==> config.mk <==
export PLATFORM = sky130hd
export DESIGN_NAME = bilinear_fetch
export DESIGN_NICKNAME = d
export VERILOG_FILES = /design/src/rtl/bilinear_pkg.sv /design/src/rtl/bilinear_fetch.sv
export SDC_FILE = /design/constraint.sdc
export NUM_CORES = 2
export LEC_CHECK = 0
export ABC_CLOCK_PERIOD_IN_PS = 9700
export BUFFER_PORTS_ARGS = -buffer_cell sky130_fd_sc_hd__buf_2
export CORE_MARGIN = 10
export CORE_UTILIZATION = 52
export DETAILED_ROUTE_END_ITERATION = 8
export HOLD_SLACK_MARGIN = 0.15
export PLACE_DENSITY = 0.87
export SYNTH_ARGS = -nofsm -noshare
export SYNTH_HDL_FRONTEND = slang
export SYNTH_SLANG_ARGS = --single-unit
==> constraint.sdc <==
create_clock -name clk -period 9.7 [get_ports clk]
set_input_delay 2.91 -clock clk [delete_from_list [all_inputs] [get_ports clk]]
set_output_delay 2.91 -clock clk [all_outputs]
set_load 0.005 [all_outputs]
==> src/rtl/bilinear_pkg.sv <==
package bilinear_pkg;

  // --------------------
  // Group geometry
  // --------------------
  // Pixels per group; the write mask and X stepping assume four
  localparam int LANES = 4;

  // Neighbours per lane, ordered I00, I10, I01, I11
  localparam int NBR = 4;

  // --------------------
  // Fixed-point types
  // --------------------
  typedef logic [15:0] dim_t;     // Width, height or integer coordinate
  typedef logic [15:0] scale_t;   // Q8.8 scale or inverse
  typedef logic [23:0] pos_t;     // Q16.8 source position
  typedef logic [7:0]  frac_t;    // Q0.8 fraction
  typedef logic [8:0]  weight_t;  // Q1.8 axis weight, 0..256
  typedef logic [17:0] wprod_t;   // Q0.16 combined weight
  typedef logic [31:0] acc_t;     // Q8.16 product or sum
  typedef logic [7:0]  pixel_t;

  localparam weight_t ONE_Q08        = 9'd256;
  localparam acc_t    ROUND_Q016     = 32'h0000_8000;
  localparam scale_t  INV_ZERO_SCALE = 16'hFFFF;

  // --------------------
  // Scaler FSM
  // --------------------
  typedef enum logic [3:0] {
    S_IDLE        = 4'd0,
    S_INIT        = 4'd1,
    S_ROW_INIT    = 4'd2,
    S_PIXEL_SETUP = 4'd3,
    S_READ_A      = 4'd4,
    S_READ_D      = 4'd5,
    S_MUL         = 4'd6,
    S_WRITE       = 4'd7,
    S_ADVANCE     = 4'd8,
    S_DONE        = 4'd9
  } scaler_state_t;

  // Row-major linear address, caller truncates to its address width
  function automatic logic [31:0] lin_addr(dim_t x, dim_t y, dim_t width);
    return (32'(y) * 32'(width)) + 32'(x);
  endfunction

endpackage

==> src/rtl/bilinear_fetch.sv <==
`timescale 1ns/1ps

module bilinear_fetch #(
  parameter int AW = 19
) (
  input  logic                                                                  clk,
  input  logic                                                                  i_read_addr,
  input  logic                                                                  i_read_data,
  input  bilinear_pkg::dim_t                                                    i_in_w,
  input  bilinear_pkg::dim_t [bilinear_pkg::LANES-1:0]                          i_xi,
  input  bilinear_pkg::dim_t                                                    i_yi,
  output logic [bilinear_pkg::LANES-1:0][bilinear_pkg::NBR-1:0][AW-1:0]         o_in_raddr,
  input  bilinear_pkg::pixel_t [bilinear_pkg::LANES-1:0][bilinear_pkg::NBR-1:0] i_in_rdata,
  output bilinear_pkg::pixel_t [bilinear_pkg::LANES-1:0][bilinear_pkg::NBR-1:0] o_samples
);
  import bilinear_pkg::*;

  logic [LANES-1:0][NBR-1:0][AW-1:0] raddr_next;
  dim_t                              nb_x;
  dim_t                              nb_y;

  // --------------------
  // Neighbour addresses
  // --------------------
  // Bit 0 of the neighbour index steps X, bit 1 steps Y
  always_comb begin
    nb_x = '0;
    nb_y = '0;
    for (int l = 0; l < LANES; l++) begin
      for (int n = 0; n < NBR; n++) begin
        nb_x             = i_xi[l] + dim_t'(n & 1);
        nb_y             = i_yi + dim_t'(n >> 1);
        raddr_next[l][n] = AW'(lin_addr(nb_x, nb_y, i_in_w));
      end
    end
  end

  always_ff @(posedge clk) begin
    if (i_read_addr) begin
      o_in_raddr <= raddr_next;
    end
  end

  // --------------------
  // Sample capture
  // --------------------
  // Memory answers the registered addresses in the following cycle
  always_ff @(posedge clk) begin
    if (i_read_data) begin
      o_samples <= i_in_rdata;
    end
  end

endmodule

==> results by group <==
Clock network
  • Worst-path clk slew: 0.07 ns
  • Root cell of the clock tree: clkbuf_16
  • CTS Buffer Depth: 3
  • Clock net sink count: 432
  • Htree depth: 2
  • CTS Buf Count: 44
  • Hold-fix buffers at CTS: 0
  • CTS tree: done

Synth
  • Sequential area share after synthesis: 36.3%
  • Top cells by area, synth: edfxtp_1, fa_1, ha_1, xnor2_1, inv_1
  • Number of synthesized flops with an enable pin: 432
  • Synth cell count leaders: edfxtp_1, inv_1, ha_1
  • Ys async rst share: 0%
  • Post-Synthesis Cells: 3349
  • Leading cell type by number of instances after synthesis: edfxtp_1
  • Main synth FF type: edfxtp_1
  • Synthesized flop and latch total: 432
  • Ys Warns: 0
  • Synth top area share: a little over a third
  • Synth cell types: 68
  • Mapped Area: 35800 um^2
  • Largest area contributor in the netlist: edfxtp_1
  • Syn_nets: 4205
  • Avg Cell Area, Syn: 10.7 um^2

STA
  • Final Slew Violations: 0
  • Worst Tran Pin Value: between 1 and 1.5 ns
  • F_max: 0.105 GHz
  • Fin. Hold Viols: 0
  • Final WS setup: 0.150 ns
  • Fin crit period: about 9.5 ns
  • Final setup fails: 0
  • Fin crit share: 98.5%
  • Rel. slew slack: 21.1%

Placement
  • Place WS: -0.722 ns
  • Post-DP HPWL: 107000 um
  • Placer Congestion: 1.14
  • PortBufs: 658

Layout
  • Multi-input gate area: between 20000 and 25000 um^2
  • Nets: 5133
  • Area grow syn2layout: 23.3%
  • Register area: 13000 um^2
  • Fillers: 5023
  • Share of cells above drive strength 1: 25.2%

Worst hold path
  • Min-delay worst type: in -> reg
  • WHS Path Cells: 1
  • Worst Hold Launch: i_in_rdata[92]
  • Hold path endpoint: o_samples[92]

Worst setup path
  • CP Capture Type: flip-flop
  • WS Path Type: in -> reg
  • CP delay by family, top: adder cells
  • Max stage delay cell, worst path: or4_4
  • Cell mode on critical path: fa_1
  • CP Launch Type: primary input
  • Worst Path Required: ~10 ns
  • Worst path max stage delay: 0.60 ns
  • CP bufs+invs: 6
  • Worst EP arrival: 9.85 ns
  • Launch point of the worst path: i_yi[5]
  • CP max FO: 5

GRT
  • Largest net degree at the start of global routing: ~170
  • First-pass GRT wire length: 187000 um
  • Vias in the first global route: about 30000
  • Tot GR Track Use: between 30% and 40%
  • Global route overflow: 0
  • Antenna violations before repair: 29

Route
  • Wire length on met3: around 15000 um
  • Via density: 5.83
  • WL final: approximately 130000 um
  • Wl on met1: 45500 um
  • Residual DRC: 0
  • Post-detailed-route count of antenna-violating nets: 0
  • Routed wl met2: roughly 63000 um
  • DRT Pass-1 Iters: 7
  • Top routing layer in use: met5
  • Total number of vias: between 30000 and 40000
  • DR iter-0 viols: 3249
  • Per-cell routed wire length: 24.9 um

Floorplan
  • Chip width: approximately 280 um
  • Die Y: 282 um
  • Core area: 68300 um^2
  • Ports: approximately 660
  • Die area: 79700 um^2
  • # rows: 96
  • Starting Density: 52.3%

Outcome
  • Status: completed

Flow run
  • Max Cap Violations: 0
## worst max path at each step
stage                      endpoint  cells past startpoint
finish              o_in_raddr[208]                     28
global route         o_in_raddr[74]                     35
CTS                 o_in_raddr[208]                     29
detailed placement  o_in_raddr[151]                     28
global placement    o_in_raddr[151]                     29
floorplan           o_in_raddr[151]                     26
## kinds of logic (layout without fill, tap and decap cells)
| family | Yosys count | count (layout) | synth area share (%) |
|---|---|---|---|
| AO/OA/AOI/OAI | 521 | 521 | 9.15 |
| buffers and inverters | 462 | 1426 | 4.87 |
| multiplexers | 1 | 1 | 0.0280 |
| flip-flops | 432 | 432 | 36.3 |
| XOR/XNOR | 398 | 398 | 10.1 |
| AND/OR/NAND/NOR | 906 | 906 | 12.2 |
| other | 0 | 18 | 0 |
| adder cells (fa/ha/maj) | 629 | 629 | 27.3 |
## placed cells by master, fill, tap and decap left out, types with 9 or more instances in the layout
cell type,instances
buf_2,656
a21oi_1,169
ha_1,370
nand2_1,327
xor2_1,90
a31o_2,9
nand4_1,17
nor2_1,141
o21a_1,40
diode_2,18
nand2b_1,34
buf_12,11
o21ai_1,17
a21boi_0,10
o21bai_1,26
nand3_1,73
nor2b_1,40
inv_1,397
o31a_1,10
o21ai_0,89
buf_4,276
and2_1,136
or3_1,15
fa_1,254
xnor2_1,282
a31oi_1,15
edfxtp_1,432
nor3_1,57
clkbuf_16,45
and3_1,34
xnor2_2,11
a21o_1,65
o211ai_1,12
## metal layers
layer  GRT usage [%]  up-vias
met4            15.0       26
met1            36.6    14900
met3            7.68      378
met2            53.8     1757
li1                -    13300
met5               0        -
## layout make-up
class | count | share of cell area [%]
Antenna cell | 18 | 0.102
Inverter | 397 | 3.38
Multi-Input combinational cell | 2455 | 48.4
Timing Repair Buffer | 947 | 12.8
Tap cell | 882 | 2.50
Clock inverter | 29 | 0.783
Clock buffer | 53 | 2.62
Sequential cell | 432 | 29.4
## per-stage QoR
step	TNS, ns	hold WS [ns]	util, %	std cells	area [um^2]
global placement	-6.27	3.09	61.9	5105	42300
CTS	0	2.47	64.1	5187	43800
detailed placement	-21.26	3.09	61.9	5105	42300
global route	-0.722	2.49	64.5	5203	44100
floorplan	-0.0118	3.01	-	3349	35900
finish	0	2.49	64.5	5213	44100
## timing repair
| item | CTS | global route |
|---|---|---|
| endpoints found under the setup margin | 8 | 32 |
| buffers inserted | 0 | 8 |
| resized for setup | 2 | 29 |
| pin swaps | 0 | 12 |
## flip-flops by register name, indices dropped and copies added, names as in the netlist
signal / count
o_samples: 128
o_in_raddr: 304
Power is left out: the tool's default activity adds up to more than one toggle a clock period on the data nets, which glitch-free logic cannot reach.
