### config.mk
export PLATFORM = sky130hd
export DESIGN_NAME = bilinear_coord
export DESIGN_NICKNAME = d
export VERILOG_FILES = /design/src/rtl/bilinear_pkg.sv /design/src/rtl/bilinear_coord.sv
export SDC_FILE = /design/constraint.sdc
export NUM_CORES = 2
export LEC_CHECK = 0
export ABC_AREA = 1
export BUFFER_PORTS_ARGS = -buffer_cell sky130_fd_sc_hd__buf_2
export CORE_UTILIZATION = 40
export DETAILED_ROUTE_END_ITERATION = 8
export PLACE_DENSITY = 0.65
export SYNTH_ARGS = -nofsm -noshare
export SYNTH_HDL_FRONTEND = slang
export SYNTH_SLANG_ARGS = --single-unit
### constraint.sdc
create_clock -name clk -period 10.1 [get_ports clk]
set_input_delay 0.505 -clock clk [delete_from_list [all_inputs] [get_ports clk]]
set_output_delay 0.505 -clock clk [all_outputs]
set_load 0.005 [all_outputs]
### src/rtl/bilinear_pkg.sv
package bilinear_pkg;

  // --------------------
  // Group geometry
  // --------------------
  // Pixels per group; the write mask and X stepping assume four
  localparam int LANES = 4;

  // Neighbours per lane, ordered I00, I10, I01, I11
  localparam int NBR = 4;

  // --------------------
  // Fixed-point types
  // --------------------
  typedef logic [15:0] dim_t;     // Width, height or integer coordinate
  typedef logic [15:0] scale_t;   // Q8.8 scale or inverse
  typedef logic [23:0] pos_t;     // Q16.8 source position
  typedef logic [7:0]  frac_t;    // Q0.8 fraction
  typedef logic [8:0]  weight_t;  // Q1.8 axis weight, 0..256
  typedef logic [17:0] wprod_t;   // Q0.16 combined weight
  typedef logic [31:0] acc_t;     // Q8.16 product or sum
  typedef logic [7:0]  pixel_t;

  localparam weight_t ONE_Q08        = 9'd256;
  localparam acc_t    ROUND_Q016     = 32'h0000_8000;
  localparam scale_t  INV_ZERO_SCALE = 16'hFFFF;

  // --------------------
  // Scaler FSM
  // --------------------
  typedef enum logic [3:0] {
    S_IDLE        = 4'd0,
    S_INIT        = 4'd1,
    S_ROW_INIT    = 4'd2,
    S_PIXEL_SETUP = 4'd3,
    S_READ_A      = 4'd4,
    S_READ_D      = 4'd5,
    S_MUL         = 4'd6,
    S_WRITE       = 4'd7,
    S_ADVANCE     = 4'd8,
    S_DONE        = 4'd9
  } scaler_state_t;

  // Row-major linear address, caller truncates to its address width
  function automatic logic [31:0] lin_addr(dim_t x, dim_t y, dim_t width);
    return (32'(y) * 32'(width)) + 32'(x);
  endfunction

endpackage

### src/rtl/bilinear_coord.sv
`timescale 1ns/1ps

module bilinear_coord #(
  parameter int AW = 19
) (
  input  logic                                           clk,
  input  logic                                           rst_n,
  input  bilinear_pkg::dim_t                             i_in_w,
  input  bilinear_pkg::dim_t                             i_in_h,
  input  bilinear_pkg::scale_t                           i_scale_q88,
  input  logic                                           i_start,
  input  logic                                           i_init,
  input  logic                                           i_row_init,
  input  logic                                           i_setup,
  input  logic                                           i_advance,
  output bilinear_pkg::dim_t                             o_out_w,
  output bilinear_pkg::dim_t                             o_out_h,
  output bilinear_pkg::dim_t  [bilinear_pkg::LANES-1:0]  o_xi,
  output bilinear_pkg::dim_t                             o_yi,
  output bilinear_pkg::frac_t [bilinear_pkg::LANES-1:0]  o_fx,
  output bilinear_pkg::frac_t                            o_fy,
  output logic [bilinear_pkg::LANES-1:0]                 o_lane_mask,
  output logic [bilinear_pkg::LANES-1:0][AW-1:0]         o_waddr,
  output logic                                           o_last_group,
  output logic                                           o_last_row
);
  import bilinear_pkg::*;

  logic [31:0]           size_w_prod;
  logic [31:0]           size_h_prod;
  scale_t                inv_next;
  scale_t                inv_scale;
  pos_t                  inv_step;
  dim_t                  groups_per_row;
  dim_t                  oy;
  dim_t                  group_x;
  pos_t                  sx_group;
  pos_t                  sy_row;
  pos_t                  y_pos;
  pos_t [LANES-1:0]      lane_pos;
  dim_t [LANES-1:0]      lane_ox;

  // Integer at or past size-1 snaps to the last full cell
  function automatic pos_t clamp_pos(pos_t p, dim_t size);
    if (p[23:8] >= size - 16'd1) begin
      return {size - 16'd2, 8'hFF};
    end
    return p;
  endfunction

  assign size_w_prod = i_in_w * i_scale_q88;
  assign size_h_prod = i_in_h * i_scale_q88;
  assign inv_next    = (i_scale_q88 == '0) ? INV_ZERO_SCALE :
                       scale_t'(32'd65536 / 32'(i_scale_q88));
  assign inv_step    = pos_t'(inv_scale);

  // --------------------
  // Frame and position counters
  // --------------------
  always_ff @(posedge clk or negedge rst_n) begin
    if (!rst_n) begin
      o_out_w        <= '0;
      o_out_h        <= '0;
      inv_scale      <= '0;
      groups_per_row <= '0;
      oy             <= '0;
      group_x        <= '0;
      sx_group       <= '0;
      sy_row         <= '0;
      o_lane_mask    <= '0;
    end else begin
      if (i_start) begin
        o_out_w        <= size_w_prod[23:8];
        o_out_h        <= size_h_prod[23:8];
        inv_scale      <= inv_next;
        groups_per_row <= dim_t'((32'(size_w_prod[23:8]) + LANES - 1) / LANES);
      end
      if (i_init) begin
        oy     <= '0;
        sy_row <= '0;
      end
      if (i_row_init) begin
        group_x  <= '0;
        sx_group <= '0;
      end
      if (i_advance) begin
        if (o_last_group) begin
          oy     <= oy + 16'd1;
          sy_row <= sy_row + inv_step;
        end else begin
          group_x  <= group_x + 16'd1;
          sx_group <= sx_group + pos_t'(inv_step * LANES);
        end
      end
      if (i_setup) begin
        for (int l = 0; l < LANES; l++) begin
          o_lane_mask[l] <= (lane_ox[l] < o_out_w);
        end
      end
    end
  end

  // --------------------
  // Lane positions
  // --------------------
  always_comb begin
    for (int l = 0; l < LANES; l++) begin
      lane_ox[l]  = dim_t'(group_x * LANES) + dim_t'(l);
      lane_pos[l] = clamp_pos(sx_group + pos_t'(inv_step * l), i_in_w);
    end
  end

  assign y_pos = clamp_pos(sy_row, i_in_h);

  // Per-group coordinates and write addresses
  always_ff @(posedge clk) begin
    if (i_setup) begin
      o_yi <= y_pos[23:8];
      o_fy <= y_pos[7:0];
      for (int l = 0; l < LANES; l++) begin
        o_xi[l]    <= lane_pos[l][23:8];
        o_fx[l]    <= lane_pos[l][7:0];
        o_waddr[l] <= AW'(lin_addr(lane_ox[l], oy, o_out_w));
      end
    end
  end

  assign o_last_group = (group_x + 16'd1) >= groups_per_row;
  assign o_last_row   = (oy + 16'd1) >= o_out_h;

endmodule

==> summary.txt <==
Cells and area
  • Fraction of final layout cells with drive strength greater than 1: roughly 31%
  • Number of filler cells placed in the layout: 15,435
  • # nets final: 12,787
  • Signed area change from the synthesized netlist to the final layout: 36.0%
  • Final core utilization: 54.8%
  • Final standard cell count with taps included and fillers excluded: 13,721

Logic synthesis
  • Synth unique cells: just over 80
  • Proportion of register bits with asynchronous set or reset after synthesis: between 40% and 50%
  • Share of the synthesized area in the top cell type: about 14%
  • Post-Synthesis Cells: 9,320
  • Syn nets: about 11,000
  • Dominant synthesized flop cell: edfxtp_1
  • Cell with the most instances after synthesis: nand2_1
  • Synthesis Warnings: 0
  • Count of state elements after synthesis: between 300 and 400
  • Number of synthesized flops with an enable pin: 194
  • Netlist area before placement: slightly below 70,000 sq um
  • Most frequent cells after synthesis: 2,133 x nand2_1, 1,612 x inv_1, 779 x ha_1
  • Top post-synthesis cells by area: ha_1 14%, fa_1 14%, nand2_1 12%
  • Post-synthesis cell type with the largest combined area: ha_1
  • Average footprint of a synthesized cell: slightly above 7 sq um
  • Sequential fraction of the synthesis area: between 10% and 20%

Timing
  • Final period demand of the worst path: between 50 and 60 ns
  • Final Hold Fails: 8
  • Hold Worst Slack: -0.00682 ns
  • Unrepaired setup endpoints after global routing: true
  • Max Freq: 18.2 MHz
  • Worst-case clock skew: around 0.073 ns
  • Worst rel slew slack: between 10% and 20%
  • Number of setup violations in the final report: 16
  • Final TNS setup: -465.99 ns
  • Share of the cycle needed by the critical path after routing: 544%
  • Post-layout worst setup margin: -44.88 ns
  • Tightest Pin Transition: ~1.2 ns
  • Total count of max-transition violations in the final report: 0

Routing
  • Vias/cell: 5.17
  • Final antenna-violating net count: 0
  • WL per Instance: about 18 um
  • Post-Route WL: 249 mm
  • DRC viols: 0
  • Routed vias: 70,960
  • Detailed router's first-iteration violation count: approximately 5,100
  • Drt first pass iters: 6

Worst setup path
  • CP startpoint kind: input pin
  • Data arrival time at the worst-slack endpoint: about 55 ns
  • Worst R2R Setup Slack: ~1.9 ns
  • Data required time at the worst endpoint: 10.61 ns
  • Worst setup path class: input pin to flip-flop
  • CP max FO: 8
  • Longest individual stage delay on the worst path: around 0.52 ns
  • Setup crit end kind: flip-flop
  • Most common cell on crit path: buf_4
  • Max stage delay cell, worst path: or4_4

GRT
  • Initial antenna violation count: 22
  • Total global-route track usage: approximately 28%
  • Aggregate global routing overflow: 0
  • Global-route wire length before repair: about 380 mm
  • Via count of the first global-routing pass: about 71,000
  • Global routing usage on met1: roughly 36%
  • M2 GR Usage: approximately 50%
  • Global-route layer with the greatest usage: met2
  • Met3 Use GR: 3.57%
  • Maximum number of pins on one net before global-route repair: 100

Die
  • Number of core rows: 150
  • Die Y: between 400 and 500 um
  • Total core area: about 170,000 sq um
  • Width of the chip: 412 um
  • Boundary pin count: a little under 300
  • Starting Density: 40.3%
  • Area of the die: ~170,000 sq um

Place
  • Number of port buffers: 288
  • Detail Placement HPWL: ~190 mm
  • Cell count after placement: 13,277
  • Final RePlAce weighted congestion: approximately 0.97

Clocking
  • H-tree levels: 2
  • Number of buffers on the longest clock path: 3
  • CTS tree: built
  • Skew-Pair Late Insertion Delay: between 0.6 and 0.7 ns
  • Number of sinks driven by the clock tree: 341
  • Count of hold-fix buffers inserted at cts: 0
  • CTS root buf: clkbuf_16
  • TritonCTS buffer count: 42
  • Clock transition at path regs: approximately 0.070 ns

Hold path
  • Path type of the worst min-delay path: input pin to asynchronous set/reset pin

Job
  • Maximum capacitance violations: 0

Outcome
  • Result of the run: complete, but fails checks
  • Failing checks: hold timing, setup timing
[logic make-up (layout without fill, tap and decap cells)]
logic type / after synthesis / after routing / synth area share, %
flops: 341 / 341 / 14.1
buf+inv: 1962 / 4151 / 11.9
xor+xnor: 652 / 652 / 8.49
mux: 1 / 1 / 0.0149
other cells: 0 / 5 / 0
fa+ha+maj: 1254 / 1254 / 28.6
simple gates: 3610 / 3613 / 24.4
compound gates: 1500 / 1500 / 12.4
[final timing paths]
kind / startpoint / cells past startpoint / to
min: rst_n / 1 / o_out_h[7]
max: i_scale_q88[9] / 450 / inv_scale[0]
max in group asynchronous: rst_n / 2 / inv_scale[7]
min reg2reg: groups_per_row[1] / 2 / groups_per_row[1]
min in group clk: i_advance / 3 / sy_row[19]
max reg2reg: inv_scale[2] / 31 / o_xi[30]
[final cells by class]
type                            instances  area [sq um]  share of cell area (%)
Multi-Input combinational cell       7020         53500                    58.5
Timing Repair Buffer                 2402         17800                    19.5
Sequential cell                       341          9500                    10.4
Inverter                             1663          6390                    6.99
Tap cell                             2204          2760                    3.02
Clock buffer                           49          1100                    1.20
Clock inverter                         29           333                   0.364
Timing Repair inverter                  8          58.8                  0.0643
Antenna cell                            5          12.5                  0.0137
[cell usage in the layout, fill, tap and decap left out, types with 413 or more instances in the layout]
cell and n:
a21oi_1 462, inv_1 1559, fa_1 475, buf_4 2047, o21ai_0 439, nand3_1 415, xor2_1 413, nor2_1 414
nand2_1 2012, ha_1 676
[state kept, by name, summed over array words and instances (netlist names)]
name            cells
inv_scale          16
o_out_h            16
o_lane_mask         4
oy                 16
o_waddr            74
sx_group           24
o_out_w            16
o_yi               16
o_xi               64
o_fx               32
o_fy                8
groups_per_row     15
group_x            16
sy_row             24
[timing repair]
| action | CTS | global route |
|---|---|---|
| setup endpoints to repair | 16 | 16 |
| gates cloned | 10 | 6 |
| pin swaps | 203 | 398 |
| resized for setup | 243 | 513 |
| buffers inserted | 212 | 136 |
[per-stage QoR]
| step | worst slack (ns) | area [sq um] |
|---|---|---|
| 4_1_cts | -44.23 | 88100 |
| 3_5_place_dp | -47.47 | 83900 |
| 2_1_floorplan | -49.53 | 68400 |
| 6_report | -44.88 | 91500 |
| 5_1_grt | -48.57 | 91400 |
| 3_3_place_gp | -45.91 | 83900 |
[worst max-delay path, delay by kind of cell]
family / cells / cell delay [ns]
AND/OR/NAND/NOR: 177 / 17.73
buffers and inverters: 110 / 11.55
adder cells (fa/ha/maj): 28 / 7.22
XOR/XNOR: 5 / 0.78
AO/OA/AOI/OAI: 130 / 17.46
[metal layers]
metal / up-vias / wire length [um]
met5: - / 97
met2: 2299 / 117000
met3: 543 / 16100
met4: 14 / 11200
li1: 34198 / -
met1: 33906 / 104000
Power is not shown: default switching activity piles up to over one toggle a cycle in this logic, so the estimate is an artifact.
