--- src/rtl/bilinear_pkg.sv ---
package bilinear_pkg;

  // --------------------
  // Group geometry
  // --------------------
  // Pixels per group; the write mask and X stepping assume four
  localparam int LANES = 4;

  // Neighbours per lane, ordered I00, I10, I01, I11
  localparam int NBR = 4;

  // --------------------
  // Fixed-point types
  // --------------------
  typedef logic [15:0] dim_t;     // Width, height or integer coordinate
  typedef logic [15:0] scale_t;   // Q8.8 scale or inverse
  typedef logic [23:0] pos_t;     // Q16.8 source position
  typedef logic [7:0]  frac_t;    // Q0.8 fraction
  typedef logic [8:0]  weight_t;  // Q1.8 axis weight, 0..256
  typedef logic [17:0] wprod_t;   // Q0.16 combined weight
  typedef logic [31:0] acc_t;     // Q8.16 product or sum
  typedef logic [7:0]  pixel_t;

  localparam weight_t ONE_Q08        = 9'd256;
  localparam acc_t    ROUND_Q016     = 32'h0000_8000;
  localparam scale_t  INV_ZERO_SCALE = 16'hFFFF;

  // --------------------
  // Scaler FSM
  // --------------------
  typedef enum logic [3:0] {
    S_IDLE        = 4'd0,
    S_INIT        = 4'd1,
    S_ROW_INIT    = 4'd2,
    S_PIXEL_SETUP = 4'd3,
    S_READ_A      = 4'd4,
    S_READ_D      = 4'd5,
    S_MUL         = 4'd6,
    S_WRITE       = 4'd7,
    S_ADVANCE     = 4'd8,
    S_DONE        = 4'd9
  } scaler_state_t;

  // Row-major linear address, caller truncates to its address width
  function automatic logic [31:0] lin_addr(dim_t x, dim_t y, dim_t width);
    return (32'(y) * 32'(width)) + 32'(x);
  endfunction

endpackage

--- src/rtl/bilinear_ctrl.sv ---
`timescale 1ns/1ps

module bilinear_ctrl (
  input  logic clk,
  input  logic rst_n,
  input  logic i_start,
  input  logic i_last_group,
  input  logic i_last_row,
  output logic o_busy,
  output logic o_done,
  output logic o_init,
  output logic o_row_init,
  output logic o_setup,
  output logic o_read_addr,
  output logic o_read_data,
  output logic o_mul,
  output logic o_write,
  output logic o_advance
);
  import bilinear_pkg::*;

  scaler_state_t state;
  scaler_state_t state_n;

  // --------------------
  // State register
  // --------------------
  always_ff @(posedge clk or negedge rst_n) begin
    if (!rst_n) begin
      state <= S_IDLE;
    end else begin
      state <= state_n;
    end
  end

  // --------------------
  // Next state
  // --------------------
  always_comb begin
    state_n = state;
    case (state)
      S_IDLE: begin
        if (i_start) begin
          state_n = S_INIT;
        end
      end
      S_INIT:        state_n = S_ROW_INIT;
      S_ROW_INIT:    state_n = S_PIXEL_SETUP;
      S_PIXEL_SETUP: state_n = S_READ_A;
      S_READ_A:      state_n = S_READ_D;
      S_READ_D:      state_n = S_MUL;
      S_MUL:         state_n = S_WRITE;
      S_WRITE: begin
        // Last group of the last row ends the frame
        if (i_last_group && i_last_row) begin
          state_n = S_DONE;
        end else begin
          state_n = S_ADVANCE;
        end
      end
      S_ADVANCE: begin
        // Coord still shows the group just written
        if (i_last_group) begin
          state_n = S_ROW_INIT;
        end else begin
          state_n = S_PIXEL_SETUP;
        end
      end
      S_DONE:  state_n = S_IDLE;
      default: state_n = S_IDLE;
    endcase
  end

  // --------------------
  // Status
  // --------------------
  // Busy rises with S_INIT; done and the falling edge of busy coincide
  always_ff @(posedge clk or negedge rst_n) begin
    if (!rst_n) begin
      o_busy <= 1'b0;
      o_done <= 1'b0;
    end else begin
      o_done <= (state == S_DONE);
      if (state == S_IDLE && i_start) begin
        o_busy <= 1'b1;
      end else if (state == S_DONE) begin
        o_busy <= 1'b0;
      end
    end
  end

  // Stage strobes decoded from the state
  assign o_init      = (state == S_INIT);
  assign o_row_init  = (state == S_ROW_INIT);
  assign o_setup     = (state == S_PIXEL_SETUP);
  assign o_read_addr = (state == S_READ_A);
  assign o_read_data = (state == S_READ_D);
  assign o_mul       = (state == S_MUL);
  assign o_write     = (state == S_WRITE);
  assign o_advance   = (state == S_ADVANCE);

endmodule

--- config.mk ---
export PLATFORM = sky130hd
export DESIGN_NAME = bilinear_ctrl
export DESIGN_NICKNAME = d
export VERILOG_FILES = /design/src/rtl/bilinear_pkg.sv /design/src/rtl/bilinear_ctrl.sv
export SDC_FILE = /design/constraint.sdc
export NUM_CORES = 1
export LEC_CHECK = 0
export BUFFER_PORTS_ARGS = -buffer_cell sky130_fd_sc_hd__buf_2
export CAP_MARGIN = 25
export CELL_PAD_IN_SITES_DETAIL_PLACEMENT = 0
export CELL_PAD_IN_SITES_GLOBAL_PLACEMENT = 2
export CORE_ASPECT_RATIO = 1.25
export CORE_MARGIN = 4
export CORE_UTILIZATION = 22
export DETAILED_ROUTE_END_ITERATION = 8
export HOLD_SLACK_MARGIN = 0.12
export PLACE_DENSITY = 0.65
export SLEW_MARGIN = 20
export SYNTH_ARGS = -nofsm -noshare
export SYNTH_HDL_FRONTEND = slang
export SYNTH_SLANG_ARGS = --single-unit
--- constraint.sdc ---
create_clock -name clk -period 1.25 [get_ports clk]
set_clock_uncertainty 0.15 [all_clocks]
set_input_delay 0.125 -clock clk [delete_from_list [all_inputs] [get_ports clk]]
set_output_delay 0.125 -clock clk [all_outputs]
set_load 0.02 [all_outputs]
==> impl_metrics.tcl, run 1 <==
set metrics [dict create \
    run_status "finished with violations" \
    violations "setup timing" \
    instances_no_fill 88 \
    critical_path_arrival_ps 1150 \
    combPwrFrac 0.676 \
    synth_top_area_share 0.412 \
    cts_buffers 3 \
    dp_slack_ps -58.0 \
    area_growth_pct 86.3 \
    antenna_found_initial 0 \
    synth.largest_area_cell "dfrtp_1" \
    clock_sinks 6 \
    vias_per_cell 4.48 \
    switchingPower_uw 714 \
    dp_hpwl_um 682 \
    fin_crit_sh 1.14 \
    place_area_um2 487 \
    ys_seq_elements 6 \
    grt_overflow_total 0 \
    initial_core_util 0.233 \
    clock_latency_ps 250 \
    finalSetupViolCount 10 \
    cts_root_buffer "clkbuf_4" \
    grt_usage 0.0970 \
    dp_cells 75 \
    yosysWarnings 0 \
    mostFrequentLayoutCell "buf_4" \
    hp-start "i_last_group" \
    setup_tns_ps -1510 \
    wl_um 963 \
    rr_startpoint "state[0]" \
    cp_max_fo 6 \
    synth_seq_area_share 0.412 \
    hp-class "in2reg" \
    core-area_um2 1560 \
    power.clock.fraction 0.107 \
    netlist_area_um2 364 \
    vias 394 \
    path_clk_slew_ps 50 \
    start_kind "flip-flop" \
    die_area_um2 2370 \
    p_int_mw 1.00 \
    tightest_slew_ps 132 \
    timing.fmax_ghz 0.700 \
    die_y_um 53.5 \
    cts_tree "built" \
    slew_violations 0 \
    row_count 16 \
    p_seq_frac 0.217 \
    grt_first_pass_wirelength_um 1540 \
    final_area_um2 678 \
    netlist-cell-type-count 21 \
    ir_drop_mv 1.01 \
    grt_pass1_vias 359 \
    crit_type "reg2out" \
    final_cell_mix "15 x buf_4, 7 x nor2_1, 6 x buf_2" \
    synth_area_leaders "dfrtp_1 41%, nor2_1 7.2%, nand2b_1 6.9%, nor3_1 6.9%, buf_6 6.2%" \
    fin_crit_ps 1430 \
    cap_violations 0 \
    dr.first_iter.drc_count 4 \
    switching_share 0.416 \
    htreeDepth 1 \
    p_per_area_nw_per_um2 2530 \
    routabilityCongestion 0.705 \
    cp-startpoint "state[3]" \
    hold_viol 0 \
    clk_path_buf_depth 2 \
    p_total_mw 1.72 \
    final_core_util 0.434 \
    first_pass_iters 2 \
    dieWidth_um 44.4 \
    total_leakage_power_nw 0.310 \
    syn_avg_cell_area_um2 9.10 \
    numPortBuffers 14 \
    drcViolationCount 0 \
    worst_slack_ps -178 \
    drtAntennaViolNets 0 \
    layout-drive-gt1-share 0.614 \
    end_kind "primary output" \
    whs_ps 137 \
    relSlewSlack 0.909 \
    required_ps 980 \
    diodes 0 \
    netlist_instances 40 \
    io_pins 15 \
    grt_max_degree 12 \
    nets 77 \
    rsz0062_at_grt "yes" \
    wl_per_cell_um 10.9 \
    syn-num-nets 45 \
]
-- critical path: stages, from the launching register on --
cell,delay [ps]
dfrtp_1,380
nand2b_2,240
nor3_2,130
buf_4,160
-- area by class of cell --
cell class	instances	area (µm²)
clock buffer	3	22.5
timing repair buffer	31	249
tap	18	22.5
multi-input combinational	29	226
fill	161	883
inverter	1	3.75
sequential	6	154
-- per-layer routing --
metal  up-vias  global-route usage  wire length (µm)
li1        197                   -                 -
met1       178               0.110               427
met2        16               0.129               417
met3         3              0.0476                86
met4         0              0.0905                31
met5         -                   0                 0
-- logic make-up (layout without fill, tap and decap cells) --
group	count (synthesis)	count (layout)	share of synthesized area
AOI/OAI and AO/OA	7	7	0.144
xor gates and xnor gates	1	1	0.0241
buffers and inverters	5	35	0.0996
DFF	6	6	0.412
muxes	1	1	0.0275
and+or+nand+nor	20	20	0.292
-- flip-flops by register name, indices dropped and copies added, names as in the netlist --
name,flops
state,4
o_busy,1
o_done,1
-- what timing repair did --
| action | in CTS | in global routing |
|---|---|---|
| hold buffers | 5 | 1 |
| setup buffers | 4 | 1 |
| pin swaps | 0 | 0 |
| endpoints found under the hold margin | 8 | 6 |
| endpoints found under the setup margin | 9 | 16 |
| gates resized for setup | 19 | 4 |
-- synth_stat cells --
master	number
clkbuf_2	1
nand2_1	1
o21ai_1	1
inv_1	1
o22a_1	1
nand3_1	1
o31a_1	1
nor2_1	7
o22ai_1	1
buf_6	2
a31oi_1	1
nor3_1	5
xor2_1	1
nand2b_1	4
mux2i_1	1
nor3_2	1
buf_2	1
o21ai_0	1
a211oi_2	1
dfrtp_1	6
or3_4	1
-- worst paths after layout --
check / endpoint / slack (ps) / depth (start not counted)
max: o_read_addr / -180 / 3
min: state[0] / 140 / 4
max reg2reg: state[0] / -170 / 4
min reg2reg: o_busy / 400 / 2
max in group asynchronous: state[0] / 180 / 3
min in group asynchronous: o_done / 610 / 3
-- power groups by stage --
stage,clock network (mW),logic (mW),registers (mW)
after floorplan,0,0.627,0.303
after global placement,0,0.835,0.357
after detailed placement,0,0.823,0.359
after CTS,0.193,1.11,0.364
after global routing,0.206,1.25,0.388
final,0.184,1.16,0.372
Note: power is estimated with default switching activity, not from simulation.
==> run 2, diff against run 1 <==
- REMOVE_ABC_BUFFERS: default -> 1
==> impl_metrics.tcl, run 2 (synthesis gave the netlist of run 1 again) <==
set metrics [dict create \
    dp_cells 79 \
    first_pass_iters 4 \
    run_status "finished with violations" \
    ir_drop_mv 1.29 \
    mostFrequentLayoutCell "buf_4" \
    cts_root_buffer "clkbuf_4" \
    die_area_um2 2370 \
    routabilityCongestion 0.677 \
    rsz0062_at_grt "yes" \
    critical_path_arrival_ps 1170 \
    whs_ps 131 \
    final_area_um2 792 \
    io_pins 15 \
    dr.first_iter.drc_count 3 \
    place_area_um2 507 \
    hp-class "in2reg" \
    violations "setup timing" \
    worst_slack_ps -195 \
    drcViolationCount 0 \
    layout-drive-gt1-share 0.720 \
    largest_registers "state: 4 flops, o_busy: 1 flops, o_done: 1 flops" \
    dp_hpwl_um 690 \
    met3_usage 0.0238 \
    largest_register_ffs 4 \
    cap_violations 0 \
    crit_type "reg2out" \
    grt_overflow_total 0 \
    grt_pass1_vias 468 \
    numPortBuffers 14 \
    tightest_slew_ps 152 \
    grt_max_degree 10 \
    grt_usage 0.116 \
    relSlewSlack 0.896 \
    fin_crit_ps 1440 \
    htreeDepth 1 \
    total_leakage_power_nw 0.350 \
    p_per_area_nw_per_um2 2620 \
    crit_family "flip-flops" \
    clock_latency_ps 240 \
    path_clk_slew_ps 50 \
    critical-path-slowest-cell "dfrtp_2" \
    fin_crit_sh 1.16 \
    dieWidth_um 44.4 \
    antenna_found_initial 0 \
    grt_first_pass_wirelength_um 1940 \
    crit_path_max_incr_delay_ps 470 \
    vias 432 \
    top_register "state" \
    met1_usage 0.115 \
    die_y_um 53.5 \
    initial_core_util 0.233 \
    row_count 16 \
    instances_no_fill 93 \
    drtAntennaViolNets 0 \
    clock_sinks 6 \
    area_growth_pct 118 \
    cp_max_fo 7 \
    finalSetupViolCount 11 \
    wl_per_cell_um 12.2 \
    timing.fmax_ghz 0.692 \
    diodes 0 \
    cts_tree "built" \
    busiest_layer "met2" \
    use_met2 0.197 \
    end_kind "primary output" \
    nets 82 \
    dp_slack_ps -73.3 \
    cts_buffers 3 \
    cp_num_buf_inv 2 \
    final_cell_mix "14 x buf_4, 10 x buf_6, 7 x buf_2, 5 x dlygate4sd3_1" \
    start_kind "flip-flop" \
    crit_chain "buf_6 -> nor3_2 -> buf_4" \
    vias_per_cell 4.65 \
    clk_path_buf_depth 2 \
    wl_um 1140 \
    core-area_um2 1560 \
    slew_violations 0 \
    hold_viol 0 \
    required_ps 980 \
]
run 2: cell count changes in the layout (fill, tap and decap cells not counted), sizes merged:
cell / previous run / this run
buf: 26 / 31
run 2: per-stage QoR:
stage,utilization,TNS (ps),power (mW)
finish,0.507,-1540,2.08
CTS,0.474,-1550,1.89
global route,0.507,-2210,2.22
detailed placement,0.325,-84.0,1.21
floorplan,-,-935,0.817
global placement,0.325,-81.6,1.22
run 2: cell type report:
type | count | area [µm²]
fillers | 139 | 769
repair buffers | 36 | 303
multi-input cells | 29 | 287
flip-flops and latches | 6 | 154
clock buffers | 3 | 22.5
well taps | 18 | 22.5
inverters | 1 | 3.75
run 2: path summary, 6_finish.rpt:
check / start / endpoint / slack (ps) / depth (start not counted)
max in group asynchronous: rst_n / state[2] / 160 / 3
min reg2reg: o_busy / o_busy / 410 / 2
max reg2reg: state[1] / state[0] / -180 / 4
max: state[0] / o_advance / -190 / 3
min in group asynchronous: rst_n / o_busy / 630 / 3
min: i_last_group / state[0] / 130 / 4
run 2: repair_timing:
item,4_1_cts,5_1_grt
endpoints found under the setup margin,9,17
hold buffers,5,1
pin swaps,5,2
gates resized for setup,29,11
hold endpoints to repair,8,6
setup buffers,6,0
run 2: metal layers:
metal / share of wire / routed length [µm] / vias up
met2: 0.51 / 580 / 15
met5: 0 / 0 / -
met1: 0.39 / 444 / 202
met4: 0.040 / 46 / 0
met3: 0.057 / 65 / 4
li1: - / - / 211
run 2: where the power goes:
group	internal, mW	switching [mW]
Clock	0.109	0.0733
Sequential	0.275	0.132
Combinational	0.815	0.673
Total	1.20	0.878
run 2: worst register-to-register path: stages, from the launching register on:
cell and delay (ps):
dfrtp_2 450, buf_4 150, or3_4 380, nor3_4 120, a211oi_2 60
==> run 3, diff against run 2 <==
- CAP_MARGIN: 25 -> default
- CORE_ASPECT_RATIO: 1.25 -> default
- PLACE_DENSITY: 0.65 -> default
- PLACE_DENSITY_LB_ADDON: default -> 0.15
==> impl_metrics.tcl, run 3 (synthesis gave the netlist of run 1 again) <==
set metrics [dict create \
    vias_per_cell 4.59 \
    fillers 140 \
    row_count 14 \
    dr.first_iter.drc_count 0 \
    area_growth_pct 126 \
    setup_tns_ps -1590 \
    ir_drop_mv 1.26 \
    switching_share 0.419 \
    first_pass_iters 1 \
    nets 86 \
    wl_um 1250 \
    vias 436 \
    slew_violations 0 \
    grt_max_degree 7 \
    antenna_found_initial 0 \
    switchingPower_uw 913 \
    min_path_cells 4 \
    drtAntennaViolNets 0 \
    whs_ps 156 \
    cap_violations 0 \
    grt_overflow_total 0 \
    core-area_um2 1540 \
    combPwrFrac 0.736 \
    total_leakage_power_nw 0.376 \
    mostFrequentLayoutCell "buf_4" \
    fin_crit_sh 1.17 \
    die_y_um 48.7 \
    largest_register_ffs 4 \
    cts_root_buffer "clkbuf_4" \
    layout-drive-gt1-share 0.734 \
    diodes 0 \
    routabilityCongestion 0.745 \
    initial_core_util 0.236 \
    start_kind "flip-flop" \
    violations "setup timing" \
    p_int_mw 1.27 \
    reg2regPathDepth 4 \
    required_ps 1260 \
    grt_first_pass_wirelength_um 2190 \
    instances_no_fill 95 \
    place_area_um2 504 \
    wl_per_cell_um 13.2 \
    top_register "state" \
    grt_pass1_vias 465 \
    hold_viol 0 \
    clock_sinks 6 \
    p_per_area_nw_per_um2 2650 \
    critical_path_arrival_ps 1460 \
    dp_cells 77 \
    path_clk_slew_ps 50 \
    finalSetupViolCount 9 \
    cts_buffers 3 \
    largest_registers "state: 4 flops, o_busy: 1 flops, o_done: 1 flops" \
    final_cell_mix "16 x buf_4, 13 x buf_6, 6 x buf_2, 5 x nor3_2, 5 x dlygate4sd3_1" \
    relSlewSlack 0.878 \
    run_status "finished with violations" \
    dp_hpwl_um 786 \
    fin_crit_ps 1460 \
    final_area_um2 823 \
    cts_tree "built" \
    rsz0062_at_grt "yes" \
    tightest_slew_ps 182 \
    crit_type "reg2reg" \
    cp_max_fo 5 \
    p_seq_frac 0.176 \
    io_pins 15 \
    worst_slack_ps -206 \
    clk_path_buf_depth 2 \
    die_area_um2 2370 \
    clock_latency_ps 250 \
    drcViolationCount 0 \
    htreeDepth 1 \
    numPortBuffers 14 \
    hp-class "in2reg" \
    power.clock.fraction 0.088 \
    dieWidth_um 48.7 \
    grt_usage 0.122 \
    timing.fmax_ghz 0.687 \
    end_kind "flip-flop" \
]
[run 3: final timing paths]
| path | slack (ps) | startpoint | end |
|---|---|---|---|
| max | -210 | state[1] | state[0] |
| min | 160 | i_last_group | state[0] |
| max reg2reg | -210 | state[1] | state[0] |
| min reg2reg | 410 | o_busy | o_busy |
| max in group asynchronous | 160 | rst_n | state[1] |
| min in group asynchronous | 620 | rst_n | o_busy |
[run 3: cell type report]
cell class	count	area (µm²)	share of cell area
multi-input combinational	29	277	0.336
timing repair buffer	40	347	0.421
clock buffer	3	22.5	0.0274
tap	16	20.0	0.0243
sequential	6	154	0.187
inverter	1	3.75	0.00456
[run 3: routing by layer]
layer	track usage	vias to the layer above	routed length [µm]
met5	0	-	0
met4	0.0942	0	19
met3	0.0153	2	66
met2	0.204	13	676
met1	0.136	207	489
li1	-	214	-
[run 3: worst max-delay path, cell delays in order, from the launching register on]
cell and delay (ps):
dfrtp_2 440, buf_6 140, o31a_1 290, o22a_1 180
a211oi_2 160
[run 3: repair_timing]
action | CTS | global route
hold buffers | 5 | 1
gates resized for setup | 23 | 22
buffers inserted | 8 | 2
endpoints found under the hold margin | 8 | 6
setup endpoints to repair | 9 | 17
pin swaps | 2 | 5
[run 3: stage by stage]
stage	util	setup WS (ps)	power [mW]
CTS	0.467	-196	1.84
finish	0.534	-206	2.18
global route	0.534	-267	2.33
global placement	0.327	-71.0	1.22
floorplan	-	-229	0.817
detailed placement	0.327	-84.0	1.23
[run 3: power groups by stage]
stage	clock network (mW)	registers [mW]	logic (mW)
2_1_floorplan	0	0.395	0.422
3_5_place_dp	0	0.375	0.855
4_1_cts	0.199	0.374	1.27
6_report	0.191	0.384	1.60
5_1_grt	0.210	0.406	1.72
3_3_place_gp	0	0.368	0.849
